--- src/logic/accum_cpu_pkg.sv ---
// accumulator processor definitions
package accum_cpu_pkg;

	localparam int DATA_W       = 16; // word width
	localparam int ADDR_W       = 9;  // 512 words per memory
	localparam int OPC_W        = 4;  // top bits of an instruction
	localparam int HOST_CREDITS = 2;  // host buffer slots

	// instruction opcodes, anything unlisted runs as halt
	typedef enum logic [OPC_W-1:0]
	{
		OP_LOAD  = 4'd0,
		OP_STORE = 4'd1,
		OP_ADD   = 4'd2,
		OP_SUB   = 4'd3,
		OP_AND   = 4'd4,
		OP_JMP   = 4'd5,
		OP_JZ    = 4'd6,
		OP_HALT  = 4'd7
	} opcode_t;

	typedef enum logic [2:0]
	{
		ST_IDLE   = 3'd0,
		ST_FETCH  = 3'd1,
		ST_DECODE = 3'd2,
		ST_EXEC   = 3'd3,
		ST_WAIT   = 3'd4,
		ST_HALT   = 3'd5
	} cpu_state_t;

	typedef enum logic
	{
		SEL_INSTR = 1'b0, // instruction memory
		SEL_DATA  = 1'b1  // data memory
	} mem_sel_t;

endpackage

--- src/logic/cpu_control.sv ---
// processor control FSM
`timescale 1ns/1ps

module cpu_control
(
	input  logic                      clk,
	input  logic                      rst,
	input  logic                      start,
	input  accum_cpu_pkg::opcode_t    opcode,
	input  logic                      acc_zero,
	input  logic                      gnt,
	input  logic                      rvalid,
	output accum_cpu_pkg::cpu_state_t state,
	output logic                      halted,
	output logic                      load_ir,
	output logic                      pc_inc,
	output logic                      pc_jump,
	output logic                      acc_load,
	output logic                      acc_alu,
	output logic                      bus_req,
	output logic                      bus_we,
	output accum_cpu_pkg::mem_sel_t   bus_sel
);
	import accum_cpu_pkg::*;

	cpu_state_t next_state;

	always_ff @(posedge clk)
	begin
		if (rst)
			state <= ST_IDLE;
		else
			state <= next_state;
	end

	assign halted = (state == ST_HALT);

	always_comb
	begin
		next_state = state;
		load_ir    = 1'b0;
		pc_inc     = 1'b0;
		pc_jump    = 1'b0;
		acc_load   = 1'b0;
		acc_alu    = 1'b0;
		bus_req    = 1'b0;
		bus_we     = 1'b0;
		bus_sel    = SEL_INSTR;
		case (state)
			ST_IDLE, ST_HALT:
				if (start)
				begin
					pc_inc     = 1'b1; // both strobes together restart at word 0
					pc_jump    = 1'b1;
					next_state = ST_FETCH;
				end
			ST_FETCH:
			begin
				bus_req = 1'b1;
				if (gnt)
				begin
					pc_inc     = 1'b1; // address already taken by memory
					next_state = ST_DECODE;
				end
			end
			ST_DECODE:
				if (rvalid)
				begin
					load_ir = 1'b1; // opcode comes straight from rdata here
					case (opcode)
						OP_LOAD, OP_STORE, OP_ADD, OP_SUB, OP_AND:
							next_state = ST_EXEC;
						OP_JMP:
						begin
							pc_jump    = 1'b1;
							next_state = ST_FETCH;
						end
						OP_JZ:
						begin
							pc_jump    = acc_zero;
							next_state = ST_FETCH;
						end
						default: next_state = ST_HALT;
					endcase
				end
			ST_EXEC:
			begin
				bus_req = 1'b1;
				bus_sel = SEL_DATA;
				bus_we  = (opcode == OP_STORE);
				if (gnt)
					next_state = (opcode == OP_STORE) ? ST_FETCH : ST_WAIT;
			end
			ST_WAIT:
				if (rvalid)
				begin
					acc_load   = (opcode == OP_LOAD);
					acc_alu    = (opcode != OP_LOAD);
					next_state = ST_FETCH;
				end
			default: next_state = ST_IDLE;
		endcase
	end

endmodule

--- config.mk ---
export PLATFORM = sky130hd
export DESIGN_NAME = cpu_control
export DESIGN_NICKNAME = d
export VERILOG_FILES = /design/src/logic/accum_cpu_pkg.sv /design/src/logic/cpu_control.sv
export SDC_FILE = /design/constraint.sdc
export NUM_CORES = 1
export LEC_CHECK = 0
export BUFFER_PORTS_ARGS = -buffer_cell sky130_fd_sc_hd__buf_4
export CAP_MARGIN = 20
export CORE_AREA = 5 5 42 44
export DETAILED_ROUTE_END_ITERATION = 12
export DIE_AREA = 0 0 47 49
export PLACE_DENSITY = 0.58
export REMOVE_ABC_BUFFERS = 1
export SKIP_CTS_REPAIR_TIMING = 1
export SYNTH_ARGS = -nofsm -noshare
export SYNTH_HDL_FRONTEND = slang
export SYNTH_SLANG_ARGS = --single-unit
export TNS_END_PERCENT = 100
--- constraint.sdc ---
create_clock -name clk -period 1.6 [get_ports clk]
set_input_delay 0.24 -clock clk [delete_from_list [all_inputs] [get_ports clk]]
set_output_delay 0.24 -clock clk [all_outputs]
set_load 0.01 [all_outputs]
# Word level (Yosys, flattened, before mapping)
# Cells that the tools add are included.
# Widths: inputs -> output; s select.
# op_classes
addsub,0
mul,0
div_mod_pow,0
order_cmp,0
n_eq_ne,16
n_shift,0
n_mux,23
bitwise,0
reduce_logical,8
# ops
op,count
$mux 3,6
$pmux 3 s5,1
$eq 4x3->1 const B,3
$mux 1,12
$ne 2x2->1 const B,5
$eq 4x2->1 const B,2
$eq 3x2->1 const B,2
$eq 3x3->1 const B,2
$pmux 1 s2,3
$pmux 3 s2,1
$reduce_or 2->1,3
$reduce_and 5->1,1
$reduce_or 5->1,1
$eq 4x1->1 const B,1
$logic_not 4->1,1
$reduce_bool 4->1,1
$eq 3x1->1 const B,1
$logic_not 3->1,1
# totals
register_bits,3
latch_bits,0
ram_bits,0
rom_bits,0
in_bits,10
output_inout_bits,12
wordCells,48
memories,0

# Logic depth before layout (Yosys ltp)
# logic_depth
word_depth,5
mapped_depth,4
depth_no_buf,3

# Worst setup path before layout
# Ideal clock, no wire load.
# synth_path
path_type,flip-flop to output port
startpoint,register state[0]
endpoint,output pc_jump
arrival_ns,1.151
t_required_ns,1.360
slack_ns,0.209
stages_incl_launch_ff,5
n_path_buf,1
cell_sequence,dfxtp_1 -> buf_2 -> and4bb_2 -> nand3b_1 -> o22ai_1
# synth_between
elab_chain_cells,3
word_cells_on_any_way,5
cone_classes,2 x eq/ne; 1 x mux; 2 x reduce/logical
# synth_rtl
item,line_no,rtl
from (decl),cpu_control.sv:13,"output accum_cpu_pkg::cpu_state_t state,"
from (signal assigned),cpu_control.sv:33,state <= next_state;
$eq 3x3->1 / $logic_not 3->1 (equally long branches),cpu_control.sv:49,case (state)
$reduce_or 2->1,cpu_control.sv:49,
$pmux 1 s2 *,cpu_control.sv:49,
to (decl),cpu_control.sv:17,"output logic pc_jump,"
# Every way passes the cells marked *; elsewhere a longest branch is shown, timed or not.

# Worst setup path after layout
# Same ends and word-level chain as after synthesis.

==> impl_metrics.ini <==
[cells_and_area]
top_registers = state (3)
nFillCells = 155
antenna_cells_inserted = 0
multi_input_area_um2 = 306.5
final_cell_mix = buf_4, nand3b_1, a21oi_1
final_common_cell = buf_4
syn2layout_area_growth_pct = 54.10
final_layout_size_suffix_gt1_share_pct = 47.89
largest_register_ffs = 3
top_register = state
ff_latch_area_um2 = 66.31
finalNetCount = 82

[detailed_routing]
route.vias.total = 436
detail_route.first_pass.iterations = 3
drt_first_iter_violations = 1
antenna_violating_nets_post_route = 0
viasPerCell = 5.011
postRouteWirelength_um = 1094
wire_per_inst_um = 12.57
drt_drc_violations_left = 0

[timing]
worstMarginPinSlew_ns = 0.4775
finalHoldViolCount = 0
slew_headroom_pct = 67.35
final_critical_path_setup_slack_ns = 0.1023
post-route-min-period_ns = 1.498
setup_viol = 0
part_of_the_cycle_the_worst_path_needs_pct = 93.61
max_slew_violation_total_from_the_final_report = 0
fin_tns_setup_ns = 0
rsz0062_at_grt = false
clock.fmax_ghz = 0.6677
clock_skew_ns = 0.006565

[worst_setup_path]
crit_path_cell_trace = and4bb_2 > nand3b_1 > o22ai_2 > buf_4
timing.critical_path.from_type = register
end_kind = output pin
critPathRequiredTime_ns = 1.36
worstPathArrival_ns = 1.26
timing.critical_path.fanout_max = 14
startpoint = state[0]$_SDFFE_PP0P_
slowest_delay_ns = 0.38
cp_slowest_cell = dfxtp_4
critical_path.reg2reg.startpoint = state[1]$_SDFFE_PP0P_
worstSetupPathType = register to output pin

[die]
ios = 22
core_area_mm2 = 0.001401
die_area_mm2 = 0.002303
dieHeight_um = 49
initial_utilization_pct = 27.23
core.rowCount = 14
die-width_um = 47

[global_route]
grt_overflow = 0
pin_count_of_the_biggest_net_entering_global_routing = 15
grt_antenna_before_repair = 0
first_global_vias = 401
grt_use_total_pct = 9.845
grt_pass1_wl_um = 1738

[synth]
syn_inst = 48
netlist_top_cells_area = dfxtp_1, nand3b_1, a21oi_1
syn_avg_cell_area_um2 = 7.950
synth_top_area_share_pct = 15.74
ys_seq_elements = 3
ys_seq_area_share_pct = 15.74
number_of_distinct_library_cells_after_synthesis = 33
synth_warnings = 0
synthesis.area_um2 = 381.6
synth_largest_area_cell = dfxtp_1

[placed_design]
place.gp.congestion = 0.7976
placement.io_buffers = 21
detailed_place_hpwl_um = 895.9
place_ws_ns = 0.1744

[outcome]
outcome = finished clean

[job]
max-cap-violations = 0

[power]
power.ir.vdd_worst_mv = 0.2538
power-per-cell-area_mw_per_mm2 = 621.9
total_power_mw = 0.3657
power.static_leakage_nw = 0.2367

[clock_tree]
clock_sinks = 3
numCtsBuffers = 3
cts_htree_levels = 1
worst_skew_pair.late_latency_ns = 0.23
cts.reportedPaths.clkPinSlew_ns = 0.04
clock_path_buffers = 2
clock_tree_from_tritoncts = done
ctsRootBufferMaster = clkbuf_4

[hold_path]
min_path_type = primary input to register
timing.hold.worst.start = rst
==> layout make-up <==
type | instances | share of cell area (%)
clock buffers | 4 | 4.468
flip-flops and latches | 3 | 11.28
inverters | 1 | 0.6383
multi-input cells | 41 | 52.13
repair buffers | 22 | 28.09
well taps | 16 | 3.404
==> per-layer routing <==
metal	GRT usage, %	wire, um	vias up
met5	0	0	-
met4	4.147	0	0
met3	1.845	44	0
met2	14.25	550	7
met1	13.79	498	198
li1	-	-	231
==> report_power, final <==
group | switching [mW] | internal, mW | leakage (nW)
Combinational | 0.0609 | 0.0725 | 0.196
Clock | 0.0377 | 0.0934 | 0.0150
Sequential | 0.0185 | 0.0827 | 0.0261
Total | 0.117 | 0.249 | 0.237
==> worst max-delay path, delay by kind of cell (launching register included) <==
family	cells	cell delay [ns]
AO/OA/AOI/OAI	1	0.10
buffers and inverters	1	0.14
flip-flops	1	0.38
AND/OR/NAND/NOR	2	0.41
==> Yosys cell counts <==
library cell / n
mux2i_1: 1
nor2b_1: 1
inv_1: 1
a21oi_1: 4
a2111oi_2: 1
nor3b_1: 1
o21bai_1: 1
and3b_1: 1
a2111oi_0: 1
nor2_1: 3
nor4b_2: 1
nand2b_1: 3
o22ai_1: 1
o211ai_1: 1
o31ai_1: 1
or3_1: 2
nand3b_1: 4
a2111o_1: 1
dfxtp_1: 3
and2_1: 2
o21ai_0: 1
nor4_1: 1
clkbuf_2: 1
nor3_1: 1
xnor2_1: 1
a211oi_1: 1
buf_2: 1
nand2b_4: 1
nand3_1: 1
o211ai_2: 1
and4bb_2: 1
buf_4: 1
nand2_1: 2
==> through the flow <==
stage	cell area [um2]	cells	hold slack, ns	utilization (%)
2_1_floorplan	364.1	45	0.3426	-
3_3_place_gp	549.3	83	0.4781	39.20
3_5_place_dp	549.3	83	0.4785	39.20
4_1_cts	575.6	87	0.2366	41.07
5_1_grt	588.1	87	0.2420	41.96
6_report	588.1	87	0.2351	41.96
==> final timing paths <==
| kind | endpoint | slack [ns] | depth (start not counted) |
|---|---|---|---|
| worst min register to register | state[0]$_SDFFE_PP0P_ | 0.54 | 1 |
| worst min-delay path | state[1]$_SDFFE_PP0P_ | 0.24 | 2 |
| worst max register to register | state[2]$_SDFFE_PP0P_ | 0.35 | 4 |
| worst max-delay path | pc_jump | 0.10 | 4 |
==> logic make-up (layout without fill, tap and decap cells) <==
kind of cell,after synthesis,after routing,synth area share (%)
xor gates and xnor gates,1,1,2.296
muxes,1,1,2.623
and+or+nand+nor,25,25,45.24
AOI/OAI and AO/OA,14,14,28.53
buffers and inverters,4,27,5.571
DFF,3,3,15.74
No activity file was read; power rests on OpenSTA's default activity.
