===== config.mk =====
export PLATFORM = sky130hd
export DESIGN_NAME = mem_arbiter_flat
export DESIGN_NICKNAME = d
export VERILOG_FILES = /design/src/logic/accum_cpu_pkg.sv /design/src/logic/mem_port_if.sv /design/src/logic/mem_arbiter.sv /design/src/flat_wrapper.sv
export SDC_FILE = /design/constraint.sdc
export NUM_CORES = 1
export LEC_CHECK = 0
export BUFFER_PORTS_ARGS = -buffer_cell sky130_fd_sc_hd__buf_2
export CORE_ASPECT_RATIO = 1.4
export CORE_UTILIZATION = 25
export DETAILED_ROUTE_END_ITERATION = 16
export GPL_TIMING_DRIVEN = 0
export PLACE_DENSITY_LB_ADDON = 0.3
export SYNTH_ARGS = -nofsm -noshare
export SYNTH_HDL_FRONTEND = slang
export SYNTH_SLANG_ARGS = --single-unit
export TNS_END_PERCENT = 10

===== constraint.sdc =====
create_clock -name clk -period 2.69 [get_ports clk]
set_input_delay 0.1345 -clock clk [delete_from_list [all_inputs] [get_ports clk]]
set_output_delay 0.1345 -clock clk [all_outputs]
set_load 0.01 [all_outputs]

===== src/logic/accum_cpu_pkg.sv =====
// accumulator processor definitions
package accum_cpu_pkg;

	localparam int DATA_W       = 16; // word width
	localparam int ADDR_W       = 9;  // 512 words per memory
	localparam int OPC_W        = 4;  // top bits of an instruction
	localparam int HOST_CREDITS = 2;  // host buffer slots

	// instruction opcodes, anything unlisted runs as halt
	typedef enum logic [OPC_W-1:0]
	{
		OP_LOAD  = 4'd0,
		OP_STORE = 4'd1,
		OP_ADD   = 4'd2,
		OP_SUB   = 4'd3,
		OP_AND   = 4'd4,
		OP_JMP   = 4'd5,
		OP_JZ    = 4'd6,
		OP_HALT  = 4'd7
	} opcode_t;

	typedef enum logic [2:0]
	{
		ST_IDLE   = 3'd0,
		ST_FETCH  = 3'd1,
		ST_DECODE = 3'd2,
		ST_EXEC   = 3'd3,
		ST_WAIT   = 3'd4,
		ST_HALT   = 3'd5
	} cpu_state_t;

	typedef enum logic
	{
		SEL_INSTR = 1'b0, // instruction memory
		SEL_DATA  = 1'b1  // data memory
	} mem_sel_t;

endpackage


===== src/logic/mem_port_if.sv =====
// shared memory bus port
`timescale 1ns/1ps

interface mem_port_if;
	import accum_cpu_pkg::*;

	logic              req;    // held until gnt
	logic              we;
	mem_sel_t          sel;    // target memory
	logic [ADDR_W-1:0] addr;
	logic [DATA_W-1:0] wdata;
	logic              gnt;
	logic              rvalid; // one cycle after a read gnt
	logic [DATA_W-1:0] rdata;

	modport requester (output req, we, sel, addr, wdata, input gnt, rvalid, rdata);

	modport arbiter (input req, we, sel, addr, wdata, output gnt, rvalid, rdata);

endinterface


===== src/logic/mem_arbiter.sv =====
// shared memory bus arbiter
`timescale 1ns/1ps

module mem_arbiter
(
	input  logic                             clk,
	input  logic                             rst,
	mem_port_if.arbiter                      core,
	input  logic                             host_valid,
	input  logic                             host_write,
	input  accum_cpu_pkg::mem_sel_t          host_sel,
	input  logic [accum_cpu_pkg::ADDR_W-1:0] host_addr,
	input  logic [accum_cpu_pkg::DATA_W-1:0] host_wdata,
	output logic                             host_credit,
	output logic                             host_rvalid,
	output logic [accum_cpu_pkg::DATA_W-1:0] host_rdata,
	output logic                             imem_en,
	output logic                             imem_we,
	output logic                             dmem_en,
	output logic                             dmem_we,
	output logic [accum_cpu_pkg::ADDR_W-1:0] mem_addr,
	output logic [accum_cpu_pkg::DATA_W-1:0] mem_wdata,
	input  logic [accum_cpu_pkg::DATA_W-1:0] imem_rdata,
	input  logic [accum_cpu_pkg::DATA_W-1:0] dmem_rdata
);
	import accum_cpu_pkg::*;

	// host request buffer, bounded by the credits
	logic                                 fifo_write [HOST_CREDITS];
	mem_sel_t                             fifo_sel   [HOST_CREDITS];
	logic [ADDR_W-1:0]                    fifo_addr  [HOST_CREDITS];
	logic [DATA_W-1:0]                    fifo_wdata [HOST_CREDITS];
	logic [$clog2(HOST_CREDITS)-1:0]      wr_ptr;
	logic [$clog2(HOST_CREDITS)-1:0]      rd_ptr;
	logic [$clog2(HOST_CREDITS+1)-1:0]    count;
	logic                                 host_pend;
	logic                                 last_host; // host had the last grant
	logic                                 grant_host;
	logic                                 grant_core;
	logic                                 cur_we;
	mem_sel_t                             cur_sel;
	logic                                 rd_core;
	logic                                 rd_host;
	mem_sel_t                             rd_sel;
	logic [DATA_W-1:0]                    rd_word;

	assign host_pend  = (count != '0);
	assign grant_host = host_pend && (!core.req || !last_host);
	assign grant_core = core.req && (!host_pend || last_host);

	always_ff @(posedge clk)
	begin
		if (host_valid)
		begin
			fifo_write[wr_ptr] <= host_write;
			fifo_sel[wr_ptr]   <= host_sel;
			fifo_addr[wr_ptr]  <= host_addr;
			fifo_wdata[wr_ptr] <= host_wdata;
		end
	end

	always_ff @(posedge clk)
	begin
		if (rst)
		begin
			wr_ptr    <= '0;
			rd_ptr    <= '0;
			count     <= '0;
			last_host <= 1'b0;
		end
		else
		begin
			if (host_valid)
				wr_ptr <= wr_ptr + 1'b1; // depth is a power of two
			if (grant_host)
				rd_ptr <= rd_ptr + 1'b1;
			case ({host_valid, grant_host})
				2'b10: count <= count + 1'b1;
				2'b01: count <= count - 1'b1;
				default: count <= count;
			endcase
			if (grant_host)
				last_host <= 1'b1;
			else if (grant_core)
				last_host <= 1'b0;
		end
	end

	// route the winner onto the memory bus
	assign cur_we    = grant_host ? fifo_write[rd_ptr] : core.we;
	assign cur_sel   = grant_host ? fifo_sel[rd_ptr] : core.sel;
	assign mem_addr  = grant_host ? fifo_addr[rd_ptr] : core.addr;
	assign mem_wdata = grant_host ? fifo_wdata[rd_ptr] : core.wdata;

	assign imem_en = (grant_host || grant_core) && (cur_sel == SEL_INSTR);
	assign dmem_en = (grant_host || grant_core) && (cur_sel == SEL_DATA);
	assign imem_we = imem_en && cur_we;
	assign dmem_we = dmem_en && cur_we;

	assign core.gnt    = grant_core;
	assign host_credit = grant_host; // slot frees on its grant

	// owner and memory of last cycle's read
	always_ff @(posedge clk)
	begin
		if (rst)
		begin
			rd_core <= 1'b0;
			rd_host <= 1'b0;
			rd_sel  <= SEL_INSTR;
		end
		else
		begin
			rd_core <= grant_core && !cur_we;
			rd_host <= grant_host && !cur_we;
			rd_sel  <= cur_sel;
		end
	end

	assign rd_word     = (rd_sel == SEL_INSTR) ? imem_rdata : dmem_rdata;
	assign core.rvalid = rd_core;
	assign core.rdata  = rd_word;
	assign host_rvalid = rd_host;
	assign host_rdata  = rd_word;

endmodule


===== src/flat_wrapper.sv =====
// flat-port wrapper written by rule: the top's interface ports become plain ports
module mem_arbiter_flat import accum_cpu_pkg::*;
  (clk, rst, host_valid, host_write, host_sel, host_addr, host_wdata, host_credit, host_rvalid, host_rdata, imem_en, imem_we, dmem_en, dmem_we, mem_addr, mem_wdata, imem_rdata, dmem_rdata, core_req, core_we, core_sel, core_addr, core_wdata, core_gnt, core_rvalid, core_rdata);
  mem_port_if core_i ();
  input  logic clk;
  input  logic rst;
  input  logic host_valid;
  input  logic host_write;
  input  accum_cpu_pkg::mem_sel_t host_sel;
  input  logic [accum_cpu_pkg::ADDR_W-1:0] host_addr;
  input  logic [accum_cpu_pkg::DATA_W-1:0] host_wdata;
  output logic host_credit;
  output logic host_rvalid;
  output logic [accum_cpu_pkg::DATA_W-1:0] host_rdata;
  output logic imem_en;
  output logic imem_we;
  output logic dmem_en;
  output logic dmem_we;
  output logic [accum_cpu_pkg::ADDR_W-1:0] mem_addr;
  output logic [accum_cpu_pkg::DATA_W-1:0] mem_wdata;
  input  logic [accum_cpu_pkg::DATA_W-1:0] imem_rdata;
  input  logic [accum_cpu_pkg::DATA_W-1:0] dmem_rdata;
  input wire logic [$bits(core_i.req)-1:0] core_req;
  input wire logic [$bits(core_i.we)-1:0] core_we;
  input wire logic [$bits(core_i.sel)-1:0] core_sel;
  input wire logic [$bits(core_i.addr)-1:0] core_addr;
  input wire logic [$bits(core_i.wdata)-1:0] core_wdata;
  output wire logic [$bits(core_i.gnt)-1:0] core_gnt;
  output wire logic [$bits(core_i.rvalid)-1:0] core_rvalid;
  output wire logic [$bits(core_i.rdata)-1:0] core_rdata;
  assign core_i.req = core_req;
  assign core_i.we = core_we;
  assign core_i.sel = core_sel;
  assign core_i.addr = core_addr;
  assign core_i.wdata = core_wdata;
  assign core_gnt = core_i.gnt;
  assign core_rvalid = core_i.rvalid;
  assign core_rdata = core_i.rdata;
  mem_arbiter u_core (.clk(clk), .rst(rst), .core(core_i), .host_valid(host_valid), .host_write(host_write), .host_sel(host_sel), .host_addr(host_addr), .host_wdata(host_wdata), .host_credit(host_credit), .host_rvalid(host_rvalid), .host_rdata(host_rdata), .imem_en(imem_en), .imem_we(imem_we), .dmem_en(dmem_en), .dmem_we(dmem_we), .mem_addr(mem_addr), .mem_wdata(mem_wdata), .imem_rdata(imem_rdata), .dmem_rdata(dmem_rdata));
endmodule

Word level (Yosys, flattened, before mapping)
Memories as Yosys holds them, arrays and structs flattened. A register that Yosys moved wholly into a read port is not among the register bits.
Index checks and enable logic that the tools add are counted.

storage, ports and cells
  output and inout port bits = 65
  input bits = 90
  logic and storage cells = 54
  register bits after elaboration = 8
  memories = 4
  RAM bits = 54

memories
  memory             words  bits a word  rd ports  clocked after Yosys merged registers in  wr ports  line               source
  u_core.fifo_wdata  2      16           1         1                                        1         mem_arbiter.sv:32  logic [DATA_W-1:0] fifo_wdata [HOST_CREDITS];
  u_core.fifo_addr   2      9            1         1                                        1         mem_arbiter.sv:31  logic [ADDR_W-1:0] fifo_addr [HOST_CREDITS];
  u_core.fifo_sel    2      1            1         1                                        1         mem_arbiter.sv:30  mem_sel_t fifo_sel [HOST_CREDITS];
  u_core.fifo_write  2      1            1         1                                        1         mem_arbiter.sv:29  logic fifo_write [HOST_CREDITS];

operators by class
  reduce and logical (&&, ||, !) cells = 18
  eq/ne operators = 2
  multiplexer cells = 18
  bitwise operators = 1
  add/sub/neg operators = 4

operator list
  operator                                                                number
  16-bit two-way mux                                                      2
  1-bit two-way mux                                                       14
  9-bit two-way mux                                                       1
  1-bit logical AND                                                       8
  2-bit nonzero test                                                      3
  1-bit zero test                                                         4
  2-bit one-hot mux with 2 select lines                                   1
  1-bit logical OR                                                        3
  1-bit adder (second input constant)                                     2
  2-bit by 1-bit adder with 2-bit output (second input constant)          1
  2-bit by 1-bit equality test with 1-bit output (second input constant)  1
  2-bit equality test (second input constant)                             1
  2-bit by 1-bit subtractor with 2-bit output (second input constant)     1
  1-bit inverter                                                          1

Logic depth before layout (Yosys ltp)
Gate-level depths: netlist of run 1.

  depth in word-level cells = 7
  mapped depth = 7
  depth with buffers taken out = 6

Least setup slack after synthesis of run 1
Ideal clock, no wire load.

  path type = register -> register
  start point = reg u_core.wr_ptr
  end point = mem u_core.fifo_addr[0][0] (enable)
  arrival time = 1478 ps
  data required time = 2279 ps
  cell stages (with the launch flop) = 2
  library setup time = 411 ps
  slack = 800 ps
  buffers on the path = 0
  clock period less this slack = 1890 ps
  cells stage by stage = dfxtp_1 nor2_1

RTL lines
  element                   line               source
  start: declaration        mem_arbiter.sv:33  logic [$clog2(HOST_CREDITS)-1:0] wr_ptr;
  start signal: assignment  mem_arbiter.sv:74  wr_ptr <= wr_ptr + 1'b1;
  end: declaration          mem_arbiter.sv:31

No word-level cell before the write port.

Worst setup path in the final report of run 1
  start point = reg u_core.rd_sel
  end point = out host_rdata[14] in the netlist's numbering

on the way
  word-level cells in the longest chain between the ends = 1

ends and longest elaborated chain
  element                   line                source
  start: declaration        mem_arbiter.sv:44   mem_sel_t rd_sel;
  start signal: assignment  mem_arbiter.sv:116  rd_sel <= cur_sel;
  16-bit two-way mux        mem_arbiter.sv:120  assign rd_word = (rd_sel == SEL_INSTR) ? imem_rdata : dmem_rdata;
  end: declaration          flat_wrapper.sv:14  output logic [accum_cpu_pkg::DATA_W-1:0] host_rdata;

No other way between the ends.

==> out/qor_table.md, run 1 <==
| Result | Reported |
|:---|:---|
| Max Fclk | 529.8 MHz |
| Number of nets with antenna violations after detailed routing | 0 |
| Vias in the first global route | 2076 |
| Area Overhead vs Synth | 50.24% |
| Post-layout min period | 1.887 ns |
| Number of antenna violations at the first check in global routing | 0 |
| Number of flip-flops and latches in the synthesized netlist | 63 |
| Switching part of the total power | 34.93% |
| Post-synthesis cell area | 2894 µm² |
| Area contributors post-synth | sky130_fd_sc_hd__edfxtp_1 56%, sky130_fd_sc_hd__mux2i_1 9.0%, sky130_fd_sc_hd__mux2_2 7.0% |
| Maximum count of clock buffers along a single path | 2 |
| Clock H-tree levels | 3 |
| Number of buffers inserted by port buffering | 153 |
| DR vias | 2309 |
| Pleak | 1.891 nW |
| Internal Power | 0.002521 W |
| Post-route non-filler standard cell count | 553 |
| Sequential share of power | 31.2% |
| First-iteration detailed-routing DRC count | 53 |
| DIE WIDTH | 92.93 µm |
| Source-to-sink clock delay at the later pin of the worst-skew pair | 0.32 ns |
| Number of gates resized after cts | 0 |
| Sequential standard cell area | 1802 µm² |
| CTS Root Buffer Type | sky130_fd_sc_hd__clkbuf_16 |
| GRT Util Overall | 11.31% |
| Final GP Congestion | 0.6966 |
| Hold WC Path Type | primary input to register |
| Cell total after placement | 515 |
| Clk pin slew, worst setup/hold paths | 0.05 ns |
| Clock tree from TritonCTS | built |
| P per Cell Area | 891.0 nW/µm² |
| Post CTS Setup Buffer Count | 0 |
| Final hold vios | 0 |
| Critical Setup Path Class | register to primary output |
| Synth top area share | 56.03% |
| Overall routed net length | 6.884 mm |
| Vertical die dimension | 129.3 µm |
| Final Setup Violations | 0 |
| DR vias/cell | 4.175 |
| R2R Setup Slk | 0.98 ns |
| CTS Buf Count | 9 |
| DRC | 0 |
| Top Ports | 155 |
| Initial standard-cell utilization of the core | 25.65% |
| DP HPWL | 5.107 mm |
| Fraction of the yosys area taken by sequential cells | 62.26% |
| Critical Path RT | 2.56 ns |
| Maximum Capacitance Violations | 0 |
| Area taken by multi-input logic gates | 894.6 µm² |
| Max VDD drop | 0.5594 mV |
| Number of distinct library cells after synthesis | 29 |
| Top fanout value on the critical path | 10 |
| Clock share of power | 25.3% |
| Clock net sink count | 63 |
| Ratio of cells with drive above 1 in the final layout | 52.57% |
| Relative contribution of combinational cells to total power | 43.5% |
| DR WL/cell | 12.45 µm |
| Per-instance average area after synthesis | 13.28 µm² |
| Arrival time at the worst endpoint | 1.75 ns |
| Cell taking the most area after synthesis | sky130_fd_sc_hd__edfxtp_1 |
| Global-route wire length before repair | 9.977 mm |
| Ys Warns | 0 |
| Diodes inserted | 0 |
| Fin. max-slew vios | 0 |
| Core area | 11280 µm² |
| Number of detailed-route iterations in the first pass | 6 |
| GRT Residual Overflow | 0 |
| Type of destination of the critical path | primary output |
| Startpoint Class | register |
| Headroom to the max-slew limit | 47.15% |
| Synth Instances | 218 |
| Worst-margin pin slew | 0.7909 ns |
| Clock skew | 0.003521 ns |
| Final Cycle Share | 70.17% |
| Site Rows | 46 |
| Outcome | finished clean |
| Area enclosed by the die boundary | 12020 µm² |
| Layout net count | 496 |
| Post-synth net total | 309 |
| Layout filler cell count | 1106 |
| RSZ-0062 raised after global routing | false |
| P_sw | 0.001353 W |
| Final setup TNS | 0 ns |
| Largest net degree at the start of global routing | 28 |
-- cell families after synthesis --
group,after synthesis,synth area share [%]
buffers and inverters,31,7.090
DFF,63,62.26
AOI/OAI and AO/OA,31,6.269
xor gates and xnor gates,4,1.211
and+or+nand+nor,44,6.745
muxes,44,16.00
adders and majority gates,1,0.4323
-- power groups by stage --
stage | logic, W | clock network [W] | registers, W
3_5_place_dp | 0.00167 | 0 | 0.00123
2_1_floorplan | 0.00104 | 0 | 0.00122
3_3_place_gp | 0.00166 | 0 | 0.00123
4_1_cts | 0.00171 | 0.00101 | 0.00121
5_1_grt | 0.00186 | 0.00106 | 0.00122
6_report | 0.00168 | 0.000981 | 0.00121
-- cell usage in the layout (no fill, tap or decap) --
cell type,instances
sky130_fd_sc_hd__nand2b_1,2
sky130_fd_sc_hd__mux2_2,18
sky130_fd_sc_hd__edfxtp_1,54
sky130_fd_sc_hd__or2_4,1
sky130_fd_sc_hd__or3_1,1
sky130_fd_sc_hd__xnor2_1,3
sky130_fd_sc_hd__clkinvlp_4,1
sky130_fd_sc_hd__inv_2,1
sky130_fd_sc_hd__xor2_1,1
sky130_fd_sc_hd__nor3_2,1
sky130_fd_sc_hd__a21oi_1,1
sky130_fd_sc_hd__dlygate4sd3_1,22
sky130_fd_sc_hd__buf_2,158
sky130_fd_sc_hd__nand2_1,26
sky130_fd_sc_hd__inv_1,2
sky130_fd_sc_hd__clkinv_2,3
sky130_fd_sc_hd__buf_4,18
sky130_fd_sc_hd__nor3_1,3
sky130_fd_sc_hd__dfxtp_1,9
sky130_fd_sc_hd__a211oi_1,1
sky130_fd_sc_hd__and2_1,1
sky130_fd_sc_hd__o21ai_0,26
sky130_fd_sc_hd__o2bb2ai_4,1
sky130_fd_sc_hd__nor2_4,1
sky130_fd_sc_hd__o21ai_1,1
sky130_fd_sc_hd__buf_6,2
sky130_fd_sc_hd__clkbuf_1,4
sky130_fd_sc_hd__ha_1,1
sky130_fd_sc_hd__clkbuf_16,10
sky130_fd_sc_hd__clkinv_1,1
sky130_fd_sc_hd__nor2_1,6
sky130_fd_sc_hd__o22ai_1,1
sky130_fd_sc_hd__mux2i_1,26
sky130_fd_sc_hd__nand3_1,1
sky130_fd_sc_hd__and2b_1,1
-- through the flow --
stage / util [%] / area (µm²) / hold slack [ns] / setup slack (ns) / total power (W)
2_1_floorplan: - / 2894 / 0.2034 / 0.8004 / 0.002262
3_3_place_gp: 34.04 / 3840 / 0.3216 / 0.04988 / 0.002886
3_5_place_dp: 34.11 / 3847 / 0.3260 / 0.7940 / 0.002905
4_1_cts: 38.32 / 4323 / 0.002200 / 0.7613 / 0.003929
5_1_grt: 38.54 / 4348 / 0.001366 / 0.6726 / 0.004140
6_report: 38.54 / 4348 / 0.01218 / 0.8025 / 0.003874
-- timing repair --
| action | CTS | global route |
|---|---|---|
| hold endpoints to repair | 43 | 0 |
| hold buffers | 22 | 0 |
| endpoints found under the setup margin | 0 | 0 |
-- sequential cells by signal, indices dropped and copies added, names as in the netlist, named ones only --
register            flops
u_core.fifo_write       2
u_core.host_rvalid      1
u_core.wr_ptr           1
u_core.core.rvalid      1
u_core.fifo_addr       18
u_core.last_host        1
u_core.fifo_wdata      32
u_core.rd_ptr           1
u_core.fifo_sel         2
u_core.rd_sel           1
u_core.count            2
-- worst max-delay path: stages (launching register included) --
cell	delay (ns)
sky130_fd_sc_hd__dfxtp_1	0.30
sky130_fd_sc_hd__buf_2	0.19
sky130_fd_sc_hd__buf_2	0.29
sky130_fd_sc_hd__mux2_2	0.39
sky130_fd_sc_hd__buf_4	0.13
sky130_fd_sc_hd__buf_2	0.13
-- final timing paths --
kind	endpoint	cells past startpoint	from
max	host_rdata[14]	5	u_core.rd_sel$_SDFF_PP0_
min	u_core.fifo_addr[0][2]$_DFFE_PP_	1	host_addr[2]
max reg2reg	u_core.count[1]$_SDFFE_PP0P_	6	u_core.count[0]$_SDFFE_PP0P_
min reg2reg	u_core.rd_ptr$_SDFFE_PP0N_	2	u_core.rd_ptr$_SDFFE_PP0N_
-- cell usage after synthesis --
library cell and n:
sky130_fd_sc_hd__buf_6 2, sky130_fd_sc_hd__mux2_2 18, sky130_fd_sc_hd__nand3_1 1, sky130_fd_sc_hd__nor2_1 7, sky130_fd_sc_hd__buf_2 5, sky130_fd_sc_hd__o21ai_0 26, sky130_fd_sc_hd__nand2_1 26, sky130_fd_sc_hd__o21ai_1 1
sky130_fd_sc_hd__nor3_1 3, sky130_fd_sc_hd__a211oi_1 1, sky130_fd_sc_hd__and2b_1 1, sky130_fd_sc_hd__inv_1 2, sky130_fd_sc_hd__nor3_2 1, sky130_fd_sc_hd__nand2b_1 2, sky130_fd_sc_hd__or3_1 1, sky130_fd_sc_hd__ha_1 1
sky130_fd_sc_hd__dfxtp_1 9, sky130_fd_sc_hd__clkbuf_1 3, sky130_fd_sc_hd__or2_4 1, sky130_fd_sc_hd__and2_1 1, sky130_fd_sc_hd__mux2i_1 26, sky130_fd_sc_hd__inv_2 1, sky130_fd_sc_hd__xor2_1 1, sky130_fd_sc_hd__buf_4 18
sky130_fd_sc_hd__edfxtp_1 54, sky130_fd_sc_hd__o22ai_1 1, sky130_fd_sc_hd__a21oi_1 1, sky130_fd_sc_hd__o2bb2ai_4 1, sky130_fd_sc_hd__xnor2_1 3
-- cell type report --
type	instances	share of cell area (%)
sequential	63	41.44
timing repair buffer	176	23.25
multi-input combinational	124	20.58
clock buffer	10	5.266
buffer	28	4.460
tap	144	4.144
clock inverter	5	0.6043
inverter	3	0.2590
-- layer usage --
| metal | part of all wire [%] | track usage [%] | vias up |
|---|---|---|---|
| met5 | 0 | 0 | - |
| met4 | 1.7 | 5.158 | 0 |
| met3 | 9.6 | 4.225 | 7 |
| met2 | 51 | 20.63 | 136 |
| met1 | 37 | 11.32 | 1018 |
| li1 | - | - | 1148 |
No activity file was read; power rests on OpenSTA's default activity.
==> inputs of run 2 (changes only) <==
Settings changed: ABC_AREA from default to 1.
Clock period 2.69 ns to 1.7 ns, I/O delays scaled along.
==> out/qor_table.md, run 2 <==
| Result | Reported |
|:---|:---|
| Commonest non-fill, non-tap cell in the layout | sky130_fd_sc_hd__buf_2 |
| Clock skew | 0.004444 ns |
| Max VDD drop | 0.6080 mV |
| Ys Warns | 0 |
| Max reg flops | 32 |
| RSZ-0062 raised after global routing | true |
| Area enclosed by the die boundary | 12700 µm² |
| Worst-case setup slack after placement | -0.08460 ns |
| DRC | 0 |
| Internal Power | 0.004913 W |
| Switching part of the total power | 33.64% |
| Vias in the first global route | 2489 |
| DP HPWL | 5.910 mm |
| Maximum count of clock buffers along a single path | 2 |
| Post-layout min period | 1.608 ns |
| Hold_ws | 0.004245 ns |
| Type of destination of the critical path | primary output |
| Largest net degree at the start of global routing | 29 |
| Largest registers | u_core.fifo_wdata (32), u_core.fifo_addr (18) |
| DR vias/cell | 4.254 |
| Main flop type after synthesis | sky130_fd_sc_hd__edfxtp_1 |
| Clock share of power | 28.3% |
| Vertical die dimension | 133.0 µm |
| Area contributors post-synth | sky130_fd_sc_hd__edfxtp_1 53%, sky130_fd_sc_hd__nor2_1 7.6%, sky130_fd_sc_hd__o21a_1 6.1% |
| Number of buffers inserted by port buffering | 154 |
| Area Overhead vs Synth | 55.15% |
| CTS Buf Count | 9 |
| Source-to-sink clock delay at the later pin of the worst-skew pair | 0.32 ns |
| Cell taking the most area after synthesis | sky130_fd_sc_hd__edfxtp_1 |
| Max Fclk | 621.9 MHz |
| Metal1 wirelength | 2.949 mm |
| PnR worst setup slack | 0.09192 ns |
| Sequential share of power | 25.7% |
| Clk pin slew, worst setup/hold paths | 0.05 ns |
| Per-instance average area after synthesis | 10.98 µm² |
| Site Rows | 47 |
| Routed wl met2 | 4.402 mm |
| Post-synth net total | 370 |
| Initial standard-cell utilization of the core | 25.78% |
| Post-route non-filler standard cell count | 627 |
| Clock tree from TritonCTS | built |
| Number of distinct library cells after synthesis | 22 |
| Outcome | finished clean |
| Critical Path RT | 1.62 ns |
| Highest-count cells in the layout ignoring fill and taps | 156 x sky130_fd_sc_hd__buf_2, 61 x sky130_fd_sc_hd__nor2_1, 54 x sky130_fd_sc_hd__edfxtp_1 |
| Final Setup Violations | 0 |
| Final hold vios | 0 |
| DR WL/cell | 12.93 µm |
| DR vias | 2667 |
| Most frequent cells after synthesis | 62 x sky130_fd_sc_hd__nor2_1, 54 x sky130_fd_sc_hd__edfxtp_1, 26 x sky130_fd_sc_hd__nand2_1 |
| Critical Setup Path Class | register to primary output |
| Global-route wire length before repair | 12.01 mm |
| Cell total after placement | 580 |
| Number of nets with antenna violations after detailed routing | 0 |
| Fraction of the yosys area taken by sequential cells | 58.82% |
| Fin. max-slew vios | 0 |
| P per Cell Area | 1558 nW/µm² |
| Total met3 wirelength after detailed routing | 615 µm |
| Most frequent cell after synthesis | sky130_fd_sc_hd__nor2_1 |
| Synth Instances | 279 |
| Number of enable-type register cells in the synthesized netlist | 54 |
| CTS Root Buffer Type | sky130_fd_sc_hd__clkbuf_16 |
| Post-synthesis cell area | 3063 µm² |
| Clock H-tree levels | 3 |
| Topmost layer with routed signal wires | met5 |
| DIE WIDTH | 95.55 µm |
| Synth top area share | 52.94% |
| Proportion of synthesized flip-flops having asynchronous set or reset | 0% |
| Relative contribution of combinational cells to total power | 46.1% |
| Top fanout value on the critical path | 7 |
| Core area | 11880 µm² |
| Ratio of cells with drive above 1 in the final layout | 50.10% |
| Layout net count | 565 |
| Final Cycle Share | 94.59% |
| P_sw | 0.002491 W |
| Worst-margin pin slew | 0.8847 ns |
| Total Power | 0.007404 W |
| Arrival time at the worst endpoint | 1.52 ns |
| Final GP Congestion | 0.6849 |
| GRT Util Overall | 12.99% |
| Startpoint Class | register |
| Layout filler cell count | 1175 |
| Overall routed net length | 8.107 mm |
| Headroom to the max-slew limit | 40.88% |
| Hold WC Path Type | primary input to register |
| First-iteration detailed-routing DRC count | 78 |
| Number of detailed-route iterations in the first pass | 4 |
| Number of antenna violations at the first check in global routing | 1 |
| Maximum Capacitance Violations | 0 |
| Top Ports | 155 |
| GRT Residual Overflow | 0 |
| Clock net sink count | 63 |
| Largest register by flop count | u_core.fifo_wdata |
| Pleak | 2.111 nW |
| Number of flip-flops and latches in the synthesized netlist | 63 |
-- run 2: cell count changes after synthesis, moves of 11 or more --
cell,delta
sky130_fd_sc_hd__nor2_1,+55
sky130_fd_sc_hd__mux2i_1,-26
sky130_fd_sc_hd__o21a_1,+25
sky130_fd_sc_hd__inv_1,+15
sky130_fd_sc_hd__o21ai_2,+13
sky130_fd_sc_hd__o21ai_0,-11
-- run 2: power groups by stage --
stage | clock (W) | combinational (W) | sequential (W)
floorplan | 0 | 0.00203 | 0.00191
global placement | 0 | 0.00306 | 0.00191
detailed placement | 0 | 0.00313 | 0.00192
CTS | 0.00214 | 0.00321 | 0.00189
global route | 0.00222 | 0.00379 | 0.00191
finish | 0.00209 | 0.00341 | 0.00190
-- run 2: kinds of logic after synthesis --
kind of cell,count (synthesis),synth area share [%]
AND/OR/NAND/NOR,96,12.25
AO/OA/AOI/OAI,56,12.83
buffers and inverters,47,9.803
multiplexers,16,5.882
flip-flops,63,58.82
adder cells (fa/ha/maj),1,0.4084
-- run 2: layout make-up --
class | instances | area [µm²] | area share [%]
flip-flops and latches | 63 | 1804 | 37.97
repair buffers | 185 | 1104 | 23.22
multi-input cells | 169 | 975.9 | 20.54
plain buffers | 28 | 264.0 | 5.556
clock buffers | 9 | 225.2 | 4.739
well taps | 147 | 183.9 | 3.870
clock inverters | 7 | 118.9 | 2.501
inverters | 18 | 73.82 | 1.553
diodes | 1 | 2.502 | 0.05266
-- run 2: what timing repair did --
item | in CTS | in global routing
setup endpoints to repair | 48 | 38
pin swaps | 0 | 1
hold buffers | 27 | 0
resized for setup | 6 | 13
endpoints found under the hold margin | 54 | 0
gates cloned | 0 | 3
buffers inserted | 0 | 1
-- run 2: path summary, 6_finish.rpt --
kind | cells after the start | end | slack (ns) | from
max | 8 | mem_wdata[13] | 0.09 | u_core.last_host$_SDFFE_PP0P_
min | 2 | u_core.host_rvalid$_SDFF_PP0_ | 0.004 | rst
max reg2reg | 8 | u_core.count[1]$_SDFFE_PP0P_ | 0.14 | u_core.count[1]$_SDFFE_PP0P_
min reg2reg | 2 | register | 0.50 | u_core.rd_ptr$_SDFFE_PP0N_
-- run 2: through the flow --
step / util (%) / setup TNS, ns / cell area (µm²)
floorplan: - / 0 / 3065
global placement: 33.84 / -6.714 / 4020
detailed placement: 33.88 / -2.225 / 4025
CTS: 39.19 / -0.01833 / 4656
global route: 39.98 / -0.002820 / 4750
finish: 40.00 / 0 / 4752
-- run 2: worst max-delay path, cell delays in order, from the launching register on --
cell                        delay [ns]
sky130_fd_sc_hd__dfxtp_1          0.32
sky130_fd_sc_hd__nand2_2          0.08
sky130_fd_sc_hd__inv_2            0.05
sky130_fd_sc_hd__nor2_4           0.16
sky130_fd_sc_hd__buf_12           0.16
sky130_fd_sc_hd__clkbuf_16        0.15
sky130_fd_sc_hd__o21ai_2          0.05
sky130_fd_sc_hd__o21a_1           0.09
sky130_fd_sc_hd__buf_2            0.13
-- run 2: metal layers --
metal	vias to the layer above	global-route usage, %
met5	-	0
met4	2	4.975
met3	10	3.678
met2	126	24.68
met1	1196	12.80
li1	1333	-
==> inputs of run 3 (changes only) <==
Settings changed: ABC_AREA 1 to 0, SKIP_LAST_GASP from default to 1.
==> out/qor_table.md, run 3 (synthesized netlist as in run 1, its figures left out) <==
| Result | Reported |
|:---|:---|
| Initial standard-cell utilization of the core | 25.65% |
| Vertical die dimension | 129.3 µm |
| Number of antenna violations at the first check in global routing | 0 |
| Maximum Capacitance Violations | 0 |
| R2R Setup Slk | -0.03 ns |
| Relative contribution of combinational cells to total power | 46.8% |
| Number of buffers inserted by port buffering | 153 |
| Critical Setup Path Class | register to primary output |
| Global-route wire length before repair | 10.79 mm |
| Hold WC Path Type | primary input to register |
| Largest registers | u_core.fifo_wdata (32), u_core.fifo_addr (18) |
| Number of detailed-route iterations in the first pass | 4 |
| DRC | 0 |
| Clock tree from TritonCTS | built |
| Largest register by flop count | u_core.fifo_wdata |
| GRT Util Overall | 12.06% |
| Switching part of the total power | 33.94% |
| P per Cell Area | 1500 nW/µm² |
| Reg-to-reg endpoint | u_core.count[1]$_SDFFE_PP0P_ |
| Clock net sink count | 63 |
| Vias in the first global route | 2242 |
| Met2 capacity usage during global routing | 22.71% |
| Post-layout min period | 1.732 ns |
| Clock share of power | 25.4% |
| Final setup TNS | -0.1314 ns |
| Worst Hold Path EP | u_core.last_host$_SDFFE_PP0P_ |
| Core area | 11280 µm² |
| Worst-margin pin slew | 0.8031 ns |
| Met3 Resource Use GR | 2.934% |
| Site Rows | 46 |
| DIE WIDTH | 92.93 µm |
| Outcome | finished with violations |
| Final Cycle Share | 101.9% |
| Violations in the final reports | negative setup slack |
| Source-to-sink clock delay at the later pin of the worst-skew pair | 0.32 ns |
| Largest net degree at the start of global routing | 28 |
| Pleak | 2.017 nW |
| Worst R2R Start | u_core.count[0]$_SDFFE_PP0P_ |
| Top Ports | 155 |
| Worst Path Buf+Inv | 4 |
| DR vias | 2376 |
| Peak-usage layer in the global routing report | met2 |
| DR vias/cell | 4.168 |
| Max Fclk | 577.3 MHz |
| P_sw | 0.002341 W |
| Critical Path, Cell by Cell | buf_2 > buf_6 > mux2_2 > buf_4 > buf_2 |
| Launch instance of the worst min-delay path | core_req |
| Number of nets with antenna violations after detailed routing | 0 |
| Placed cell areas | 3847 µm² |
| Headroom to the max-slew limit | 46.33% |
| Final Setup Violations | 11 |
| CTS Buf Count | 9 |
| Layout net count | 512 |
| Highest-count cells in the layout ignoring fill and taps | 154 x sky130_fd_sc_hd__buf_2, 54 x sky130_fd_sc_hd__edfxtp_1, 28 x sky130_fd_sc_hd__buf_4, 28 x sky130_fd_sc_hd__dlygate4sd3_1 |
| Top cell family by delay on the critical path | buffers and inverters |
| Sequential share of power | 27.8% |
| Area enclosed by the die boundary | 12020 µm² |
| Cell seen most often among critical-path stages | sky130_fd_sc_hd__buf_2 |
| Top fanout value on the critical path | 10 |
| DP HPWL | 5.196 mm |
| Commonest non-fill, non-tap cell in the layout | sky130_fd_sc_hd__buf_2 |
| Clock skew | 0.001362 ns |
| Max reg flops | 32 |
| Ratio of cells with drive above 1 in the final layout | 55.63% |
| Max VDD drop | 0.8656 mV |
| RSZ-0062 raised after global routing | true |
| Arrival time at the worst endpoint | 1.65 ns |
| Slowest cell on the critical path | sky130_fd_sc_hd__mux2_2 |
| Fin. max-slew vios | 0 |
| Type of destination of the critical path | primary output |
| Final hold vios | 0 |
| GRT Residual Overflow | 0 |
| Reg2reg path depth | 8 |
| First-iteration detailed-routing DRC count | 43 |
| Internal Power | 0.004557 W |
| Total Power | 0.006899 W |
| Critical Path RT | 1.62 ns |
| Final GP Congestion | 0.6864 |
| GR Layer Usage met1 | 12.37% |
| Overall routed net length | 7.184 mm |
| PnR worst setup slack | -0.03222 ns |
| Diodes inserted | 0 |
| DR WL/cell | 12.60 µm |
| Startpoint Class | register |
| Stage delay of the slowest cell on the critical path | 0.38 ns |
| Clock H-tree levels | 3 |
| Maximum count of clock buffers along a single path | 2 |
| Post-route cell area | 4601 µm² |
| CTS Root Buffer Type | sky130_fd_sc_hd__clkbuf_16 |
| Clk pin slew, worst setup/hold paths | 0.05 ns |
| Instance count along the most critical hold path | 2 |
| Area Overhead vs Synth | 58.97% |
-- run 3: changes by cell type in the layout (fill, tap and decap cells not counted), sizes merged, moves of 4 or more --
cell and delta:
buf +7, clkinv +4, inv -15, mux2i +26
nor2 -58, o21a -25
-- run 3: metal layers --
layer	up-vias	routed length, µm
met5	-	0
met4	0	129
met3	8	611
met2	130	3692
met1	1059	2750
li1	1179	-
-- run 3: how the worst max path moves through the flow --
stage	startpoint	end	slack (ns)	depth (start not counted)
floorplan	u_core.count[0]$_SDFFE_PP0P_	u_core.count[1]$_SDFFE_PP0P_	0.16	6
global placement	u_core.wr_ptr$_SDFFE_PP0P_	u_core.fifo_wdata[0][11]$_DFFE_PP_	-0.21	1
detailed placement	u_core.wr_ptr$_SDFFE_PP0P_	u_core.fifo_addr[1][0]$_DFFE_PP_	-0.22	1
CTS	u_core.rd_sel$_SDFF_PP0_	host_rdata[5]	-0.19	5
global route	u_core.count[0]$_SDFFE_PP0P_	u_core.count[1]$_SDFFE_PP0P_	-0.09	8
finish	u_core.rd_sel$_SDFF_PP0_	host_rdata[5]	-0.03	5
-- run 3: timing repair --
item                                   4_1_cts  5_1_grt
setup endpoints to repair                   78       51
pin swaps                                    1        3
endpoints found under the hold margin       55        0
resized for setup                            7       24
hold buffers                                28        0
gates cloned                                 0        0
buffers inserted                             7        4
-- run 3: through the flow --
step	instances	setup WS [ns]	utilization [%]	hold slack [ns]
final	570	-0.03222	40.78	0.01778
after global placement	515	-0.2084	34.06	0.2731
after floorplan	218	0.1601	-	0.1539
after global routing	570	-0.09348	40.78	0.02423
after detailed placement	515	-0.2195	34.11	0.2764
after CTS	566	-0.1861	39.98	0.004541
-- run 3: layout make-up --
class / instances / area (µm²)
Buffer: 28 / 227.7
Timing Repair Buffer: 192 / 1145
Sequential cell: 63 / 1803
Clock buffer: 9 / 225.2
Inverter: 3 / 13.76
Multi-Input combinational cell: 124 / 942.2
Fill cell: 1086 / 6680
Tap cell: 144 / 180.2
Clock inverter: 7 / 63.81
-- run 3: power groups by stage --
stage / Sequential [W] / Combinational, W / Clock (W)
CTS: 0.00191 / 0.00302 / 0.00178
global placement: 0.00194 / 0.00264 / 0
global route: 0.00193 / 0.00353 / 0.00185
floorplan: 0.00193 / 0.00165 / 0
finish: 0.00191 / 0.00323 / 0.00175
detailed placement: 0.00194 / 0.00267 / 0
